## config.mk

```make
export PLATFORM = sky130hd
export DESIGN_NAME = cache_ctrl_flat
export DESIGN_NICKNAME = d
export VERILOG_FILES = /design/src/dcache_pkg.sv /design/src/cache_array_if.sv /design/src/cache_ctrl.sv /design/src/flat_wrapper.sv
export VERILOG_INCLUDE_DIRS = /design/src
export SDC_FILE = /design/constraint.sdc
export NUM_CORES = 2
export LEC_CHECK = 0
export BUFFER_PORTS_ARGS = -buffer_cell sky130_fd_sc_hd__clkbuf_2
export CAP_MARGIN = 20
export CORE_ASPECT_RATIO = 1.75
export CORE_MARGIN = 10
export CORE_UTILIZATION = 30
export CTS_CLUSTER_SIZE = 40
export DETAILED_ROUTE_END_ITERATION = 10
export MAX_ROUTING_LAYER = met4
export PLACE_DENSITY = 0.47
export SLEW_MARGIN = 20
export SYNTH_ARGS = -nofsm -noshare
export SYNTH_HDL_FRONTEND = slang
export SYNTH_SLANG_ARGS = --single-unit
```

## constraint.sdc

```tcl
create_clock -name clk -period 5.5 [get_ports clk]
set_input_delay 0.55 -clock clk [delete_from_list [all_inputs] [get_ports clk]]
set_output_delay 0.55 -clock clk [all_outputs]
set_load 0.01 [all_outputs]
```

## src/dcache_defines.svh

```systemverilog
// data cache geometry
`ifndef DCACHE_DEFINES_SVH
`define DCACHE_DEFINES_SVH

// address split, tag | index | offset
`define DC_TAG_BITS    20
`define DC_INDEX_BITS  8
`define DC_OFFSET_BITS 4

// 256 sets of 16-byte lines
`define DC_SETS  256
`define DC_WORDS 4  // 32-bit words per line

// two-way set associative
`define DC_WAYS  2

`endif

```

## src/dcache_pkg.sv

```systemverilog
// data cache types
`include "dcache_defines.svh"

package dcache_pkg;

  // one address word, seen flat toward memory or split for the arrays
  typedef union packed {
    logic [31:0] addr;
    struct packed {
      logic [`DC_TAG_BITS-1:0]    tag;
      logic [`DC_INDEX_BITS-1:0]  index;
      logic [`DC_OFFSET_BITS-1:0] offset;
    } f;
  } addr_u;

  // whole cache line, word 0 in the low bits
  typedef logic [`DC_WORDS-1:0][31:0] line_t;

  // controller FSM
  typedef enum logic [2:0] {
    IDLE,
    LOOKUP,     // array outputs valid, hit decided here
    STORE,      // byte-strobe write of a store hit
    MISS_DIRTY, // victim write request pending
    WRITEBACK,  // waiting for write done
    MISS_CLEAN, // refill read request pending
    REFILL,     // waiting for the returned line
    REPLAY      // re-read the set after the fill
  } ctrl_state_e;

endpackage

```

## src/cache_array_if.sv

```systemverilog
// controller to array link
`timescale 1ns/100ps
`include "dcache_defines.svh"

interface cache_array_if import dcache_pkg::*; ();

  logic [`DC_INDEX_BITS-1:0]    index;      // set read every cycle
  logic [`DC_WAYS-1:0]          fill_way;   // one-hot refill write
  logic [`DC_TAG_BITS-1:0]      fill_tag;   // also the lookup tag
  line_t                        fill_line;
  logic [`DC_WAYS-1:0]          store_way;  // one-hot store write
  logic [$clog2(`DC_WORDS)-1:0] store_word;
  logic [3:0]                   store_wstrb;
  logic [31:0]                  store_wdata;

  // lookup results, one cycle after index
  logic [`DC_WAYS-1:0]                    way_hit;
  logic [`DC_WAYS-1:0][`DC_TAG_BITS-1:0]  way_tag;
  logic [`DC_WAYS-1:0]                    way_valid;
  line_t [`DC_WAYS-1:0]                   way_line;

  modport ctrl (
    output index, fill_way, fill_tag, fill_line,
    output store_way, store_word, store_wstrb, store_wdata,
    input  way_hit, way_tag, way_line
  );

  modport tag (
    input  index, fill_way, fill_tag,
    output way_hit, way_tag, way_valid
  );

  modport data (
    input  index, fill_way, fill_line, store_way, store_word, store_wstrb, store_wdata,
    output way_line
  );

endinterface

```

## src/cache_ctrl.sv

```systemverilog
// data cache controller
`timescale 1ns/100ps
`include "dcache_defines.svh"

module cache_ctrl import dcache_pkg::*; (
  input  logic         clk,
  input  logic         reset,
  // processor side
  input  logic         req_valid,
  input  logic         req_op,     // 1 = store
  input  logic [31:0]  req_addr,
  input  logic [3:0]   req_wstrb,
  input  logic [31:0]  req_wdata,
  output logic         addr_ok,
  output logic         data_ok,
  output logic [31:0]  rdata,
  // memory side
  output logic         mem_rd_req,
  output logic [31:0]  mem_rd_addr,
  input  logic         mem_rd_rdy,
  input  logic         mem_ret_valid,
  input  line_t        mem_ret_data,
  output logic         mem_wr_req,
  output logic [31:0]  mem_wr_addr,
  output line_t        mem_wr_data,
  input  logic         mem_wr_rdy,
  input  logic         mem_wr_valid,
  cache_array_if.ctrl  arr
);

  ctrl_state_e state, state_nxt;

  addr_u       new_a;    // incoming address
  addr_u       req_a;    // request register
  addr_u       fill_a;   // line address of the miss
  addr_u       victim_a; // line address of the evicted line
  logic        req_op_r;
  logic [3:0]  req_wstrb_r;
  logic [31:0] req_wdata_r;

  logic [`DC_SETS-1:0]               victim_bit; // way to replace next, per set
  logic [`DC_WAYS-1:0][`DC_SETS-1:0] dirty;

  logic                         accept;
  logic                         hit;
  logic                         hit_way;
  logic                         victim_way;
  logic [$clog2(`DC_WORDS)-1:0] word_sel;

  assign new_a.addr = req_addr;
  assign hit        = |arr.way_hit;
  assign hit_way    = arr.way_hit[1];
  assign victim_way = victim_bit[req_a.f.index];
  assign word_sel   = req_a.f.offset[`DC_OFFSET_BITS-1:2];

  // loads pipeline behind a load hit, stores and misses block
  assign addr_ok = (state == IDLE) || (state == LOOKUP && hit && !req_op_r);
  assign accept  = req_valid && addr_ok;

  assign data_ok = (state == LOOKUP) && hit;
  assign rdata   = arr.way_line[hit_way][word_sel];

  always_ff @(posedge clk) begin
    if (accept) begin
      req_a       <= new_a;
      req_op_r    <= req_op;
      req_wstrb_r <= req_wstrb;
      req_wdata_r <= req_wdata;
    end
  end

  always_ff @(posedge clk) begin
    if (reset)
      state <= IDLE;
    else
      state <= state_nxt;
  end

  always_comb begin
    state_nxt = state;
    case (state)
      IDLE:       if (accept) state_nxt = LOOKUP;
      LOOKUP: begin
        if (!hit)
          state_nxt = dirty[victim_way][req_a.f.index] ? MISS_DIRTY : MISS_CLEAN;
        else if (req_op_r)
          state_nxt = STORE;
        else if (accept)
          state_nxt = LOOKUP;  // back-to-back load
        else
          state_nxt = IDLE;
      end
      STORE:      state_nxt = IDLE;
      MISS_DIRTY: if (mem_wr_rdy) state_nxt = WRITEBACK;
      WRITEBACK:  if (mem_wr_valid) state_nxt = MISS_CLEAN;
      MISS_CLEAN: if (mem_rd_rdy) state_nxt = REFILL;
      REFILL:     if (mem_ret_valid) state_nxt = REPLAY;
      REPLAY:     state_nxt = LOOKUP;  // arrays now show the new line
      default:    state_nxt = IDLE;
    endcase
  end

  // victim points away from the way that just hit
  always_ff @(posedge clk) begin
    if (reset) begin
      victim_bit <= '0;
      dirty      <= '0;
    end else if (state == LOOKUP && hit) begin
      victim_bit[req_a.f.index] <= ~hit_way;
      if (req_op_r)
        dirty[hit_way][req_a.f.index] <= 1'b1;
    end else if (state == REFILL && mem_ret_valid) begin
      dirty[victim_way][req_a.f.index] <= 1'b0;
    end
  end

  // array side, index held on the request set unless a new one is taken
  assign arr.index       = accept ? new_a.f.index : req_a.f.index;
  assign arr.fill_way    = (state == REFILL && mem_ret_valid) ? (2'b01 << victim_way) : '0;
  assign arr.fill_tag    = req_a.f.tag;
  assign arr.fill_line   = mem_ret_data;
  assign arr.store_way   = (state == STORE) ? arr.way_hit : '0; // set re-read, same hit
  assign arr.store_word  = word_sel;
  assign arr.store_wstrb = req_wstrb_r;
  assign arr.store_wdata = req_wdata_r;

  always_comb begin
    fill_a            = req_a;
    fill_a.f.offset   = '0;
    victim_a.f.tag    = arr.way_tag[victim_way];
    victim_a.f.index  = req_a.f.index;
    victim_a.f.offset = '0;
  end

  // memory side
  assign mem_rd_req  = (state == MISS_CLEAN);
  assign mem_rd_addr = fill_a.addr;
  assign mem_wr_req  = (state == MISS_DIRTY);
  assign mem_wr_addr = victim_a.addr;
  assign mem_wr_data = arr.way_line[victim_way];

endmodule

```

## src/flat_wrapper.sv

```systemverilog
// flat-port wrapper written by rule: the top's interface ports become plain ports
module cache_ctrl_flat import dcache_pkg::*;
  (clk, reset, req_valid, req_op, req_addr, req_wstrb, req_wdata, addr_ok, data_ok, rdata, mem_rd_req, mem_rd_addr, mem_rd_rdy, mem_ret_valid, mem_ret_data, mem_wr_req, mem_wr_addr, mem_wr_data, mem_wr_rdy, mem_wr_valid, arr_index, arr_fill_way, arr_fill_tag, arr_fill_line, arr_store_way, arr_store_word, arr_store_wstrb, arr_store_wdata, arr_way_hit, arr_way_tag, arr_way_line);
  cache_array_if arr_i ();
  input  logic clk;
  input  logic reset;
  input  logic req_valid;
  input  logic req_op;
  input  logic [31:0] req_addr;
  input  logic [3:0] req_wstrb;
  input  logic [31:0] req_wdata;
  output logic addr_ok;
  output logic data_ok;
  output logic [31:0] rdata;
  output logic mem_rd_req;
  output logic [31:0] mem_rd_addr;
  input  logic mem_rd_rdy;
  input  logic mem_ret_valid;
  input  line_t mem_ret_data;
  output logic mem_wr_req;
  output logic [31:0] mem_wr_addr;
  output line_t mem_wr_data;
  input  logic mem_wr_rdy;
  input  logic mem_wr_valid;
  output wire logic [$bits(arr_i.index)-1:0] arr_index;
  output wire logic [$bits(arr_i.fill_way)-1:0] arr_fill_way;
  output wire logic [$bits(arr_i.fill_tag)-1:0] arr_fill_tag;
  output wire logic [$bits(arr_i.fill_line)-1:0] arr_fill_line;
  output wire logic [$bits(arr_i.store_way)-1:0] arr_store_way;
  output wire logic [$bits(arr_i.store_word)-1:0] arr_store_word;
  output wire logic [$bits(arr_i.store_wstrb)-1:0] arr_store_wstrb;
  output wire logic [$bits(arr_i.store_wdata)-1:0] arr_store_wdata;
  input wire logic [$bits(arr_i.way_hit)-1:0] arr_way_hit;
  input wire logic [$bits(arr_i.way_tag)-1:0] arr_way_tag;
  input wire logic [$bits(arr_i.way_line)-1:0] arr_way_line;
  assign arr_index = arr_i.index;
  assign arr_fill_way = arr_i.fill_way;
  assign arr_fill_tag = arr_i.fill_tag;
  assign arr_fill_line = arr_i.fill_line;
  assign arr_store_way = arr_i.store_way;
  assign arr_store_word = arr_i.store_word;
  assign arr_store_wstrb = arr_i.store_wstrb;
  assign arr_store_wdata = arr_i.store_wdata;
  assign arr_i.way_hit = arr_way_hit;
  assign arr_i.way_tag = arr_way_tag;
  assign arr_i.way_line = arr_way_line;
  cache_ctrl u_core (.clk(clk), .reset(reset), .req_valid(req_valid), .req_op(req_op), .req_addr(req_addr), .req_wstrb(req_wstrb), .req_wdata(req_wdata), .addr_ok(addr_ok), .data_ok(data_ok), .rdata(rdata), .mem_rd_req(mem_rd_req), .mem_rd_addr(mem_rd_addr), .mem_rd_rdy(mem_rd_rdy), .mem_ret_valid(mem_ret_valid), .mem_ret_data(mem_ret_data), .mem_wr_req(mem_wr_req), .mem_wr_addr(mem_wr_addr), .mem_wr_data(mem_wr_data), .mem_wr_rdy(mem_wr_rdy), .mem_wr_valid(mem_wr_valid), .arr(arr_i));
endmodule
```

==> results_dict.tcl <==
set metrics [dict create \
    outcome "completed" \
    fillers 14800 \
    multi_input_area_mm2 0.0222 \
    peakVddDrop_mv 0.238 \
    crit_buf_inv 4 \
    antenna_found_initial 45 \
    synth.top_cell.area_share_pct 36.0 \
    pwr-share-clk_pct 36.3 \
    tightestPinTransition_ns 1.13 \
    clockBufferDepth 3 \
    clk_pin_slew_worst_paths_ns 0.07 \
    yosys_most_used_dff "dfxtp_1" \
    fp.dieW_um 306 \
    ys_ff_latch 838 \
    swShare_pct 33.7 \
    synth.distinct_cells 54 \
    start_util_pct 30.2 \
    final_nets 5732 \
    post-synth-top-area-cell "dfxtp_1" \
    grt_max_degree 161 \
    mostFrequentLayoutCells "a21oi_1, dfxtp_1, clkbuf_2, nand2_1, o21ai_0" \
    p_per_area_mw_per_mm2 333 \
    globalplace.congestion 0.982 \
    finalSetupViolCount 0 \
    drive_gt1_share_pct 26.0 \
    maxSlewHeadroom_pct 24.8 \
    worstSetupPathType "flop to output pin" \
    hold_slack_ns 0.0345 \
    place_hpwl_um 161000 \
    min_period_ns 5.33 \
    worstSkewPairLatency_ns 0.71 \
    synth_compound_area_share_pct 23.6 \
    final_common_cell "a21oi_1" \
    die-area_mm2 0.159 \
    p_leak_nw 17.8 \
    row_count 183 \
    pwr-share-seq_pct 37.6 \
    path_delay_family "multiplexers" \
    synth_mux_area_share_pct 17.9 \
    clkSinkCount 838 \
    fmax_mhz 187 \
    numCtsBuffers 82 \
    wl_per_cell_um 31.2 \
    synth_seq_area_share_pct 40.7 \
    cts_tree "built" \
    syn2layout_area_growth_pct 18.0 \
    ff_latch_area_mm2 0.0174 \
    synth_top_family_by_area "compound AO/OA/AOI/OAI gates" \
    critPathMaxFanout 132 \
    synth_fa_ha_area_share_pct 0 \
    grtUsageTotal_pct 27.6 \
    detail_route.drc_violations 0 \
    tns_ns 0 \
    final_cells 7180 \
    io_buffers 661 \
    die_h_um 520 \
    skew_ns 0.0344 \
    startpoint_type "flop" \
    cts_root_buffer "clkbuf_16" \
    cp_data_required_time_ns 4.95 \
    viasPerCell 5.74 \
    cp_slowest_cell "mux4_2" \
    ctsHtreeMaxLevel 3 \
    endpoint_kind "output pin" \
    hp-class "primary input to flop" \
    coreArea_mm2 0.142 \
    overflow 0 \
    internal_power_mw 11.2 \
    synth_xor_area_share_pct 0.0204 \
    synthSimpleGateAreaFrac_pct 9.58 \
    maxCapViolations 0 \
    synthTopCellsByArea "dfxtp_1, a21oi_1, mux2i_1" \
    ioPinCount 928 \
    synthArstFlopShare_pct 0 \
    synthesis.yosys.warnings 0 \
    drtPass1Iterations 6 \
    grt_pass1_wl_um 312000 \
    cp.arrival_ns 4.78 \
    p_comb_share_pct 26.0 \
    post-route-period-util_pct 97.0 \
    hold_viol_final 0 \
    drt.antenna.violating_nets 0 \
    synthCells 4915 \
    synth_area_per_cell_um2 8.72 \
    synth-edff-count 67 \
    place_inst 6963 \
    grt_pass1_vias 40100 \
    p_switching_mw 5.67 \
    netlist_area_mm2 0.0428 \
    via_count 41200 \
    drt_iter0_drc 3686 \
    cp_cell_sequence "buf_12, buf_12, mux4_2, mux4_2, o2111ai_2, a22o_4, buf_16, mux2_2, clkbuf_2" \
    slew_viol_final 0 \
    rsz0062_at_grt "false" \
    wl_um 224000 \
    cp_slowest_stage_delay_ns 0.54 \
]
## cells in the mapped netlist, drive strengths merged, types with 5 or more instances
cell,count
clkbuf,442
nor2,217
nor2b,9
nand2b,10
mux4,112
o31ai,9
nor3,92
mux2,188
nand3,12
inv,9
buf,246
a311oi,222
o211ai,38
nand2,639
dfxtp,771
and2,5
a211oi,42
a21oi,799
a22oi,26
edfxtp,67
o21ai,523
o22ai,72
o2111ai,5
nor4,18
mux2i,301
## area by class of cell
cell class / count / share of cell area, %
Timing Repair Buffer: 912 / 11.1
Antenna cell: 34 / 0.168
Sequential cell: 838 / 34.5
Clock buffer: 115 / 4.71
Tap cell: 1850 / 4.58
Clock inverter: 35 / 0.888
Inverter: 11 / 0.0891
Multi-Input combinational cell: 3385 / 43.9
## worst reg2reg max path, stage by stage, from the launching register on
cell and delay (ns):
edfxtp_1 0.47, buf_12 0.22, buf_12 0.28, mux4_2 0.60
mux4_2 0.54, o2111ai_2 0.25, a22o_4 0.29, buf_12 0.16
buf_12 0.23, mux2i_1 0.14, o22ai_1 0.16, o31ai_1 0.14
nor4_1 0.72, nor4b_1 0.20, nor4_2 0.39, o32ai_2 0.15
o21a_1 0.21
## power by group through the flow
stage | clock network [mW] | registers (mW) | logic (mW)
final | 6.12 | 6.33 | 4.38
after global routing | 6.44 | 6.33 | 4.50
after CTS | 6.23 | 6.33 | 4.35
after detailed placement | 0 | 6.47 | 4.32
after global placement | 0 | 6.47 | 4.33
after floorplan | 0 | 6.47 | 2.31
## through the flow
step | util, % | setup slack (ns) | area (µm²) | power, mW
2_1_floorplan | - | 0.961 | 42900 | 8.77
3_3_place_gp | 33.3 | 0.133 | 47300 | 10.8
3_5_place_dp | 33.3 | 0.147 | 47300 | 10.8
4_1_cts | 35.5 | 0.0245 | 50400 | 16.9
5_1_grt | 35.6 | 0.0496 | 50600 | 17.3
6_report | 35.6 | 0.166 | 50600 | 16.8
## registers in the layout (all words and copies together), names as in the netlist
register and cells:
u_core.arr.store_wstrb 4, u_core.req_a 30, u_core.req_op_r 1, u_core.victim_bit 256, u_core.state 3, u_core.dirty 512, u_core.arr.store_wdata 32
## layer usage
metal  routed length, µm  vias up  global-route usage (%)
met5                   0        -                       -
met4               14000        0                    15.4
met3               15900      531                    5.80
met2              113000     1879                    47.9
met1               80800    20400                    29.0
li1                    -    18400                       -
## path summary, 6_finish.rpt
| check | startpoint | to | slack (ns) | depth (start not counted) |
|---|---|---|---|---|
| worst max-delay path | u_core.req_a[5] | mem_wr_data[94] | 0.17 | 9 |
| worst min-delay path | req_wdata[31] | u_core.arr.store_wdata[31] | 0.03 | 1 |
| worst max register to register | u_core.req_a[5] | u_core.state[2] | 0.22 | 16 |
| worst min register to register | u_core.dirty[262] | u_core.dirty[262] | 0.47 | 2 |
## timing repair
| item | 4_1_cts | 5_1_grt |
|---|---|---|
| hold endpoints to repair | 29 | 0 |
| buffers inserted | 0 | 3 |
| setup endpoints to repair | 2 | 43 |
| hold buffers | 29 | 0 |
| pin swaps | 0 | 0 |
| resized for setup | 3 | 4 |
## logic make-up after synthesis
kind of cell | after synthesis
multiplexers | 601
AO/OA/AOI/OAI | 1758
AND/OR/NAND/NOR | 1017
other | 1
flip-flops | 838
buffers and inverters | 699
XOR/XNOR | 1
Note: power is estimated with default switching activity, not from simulation.
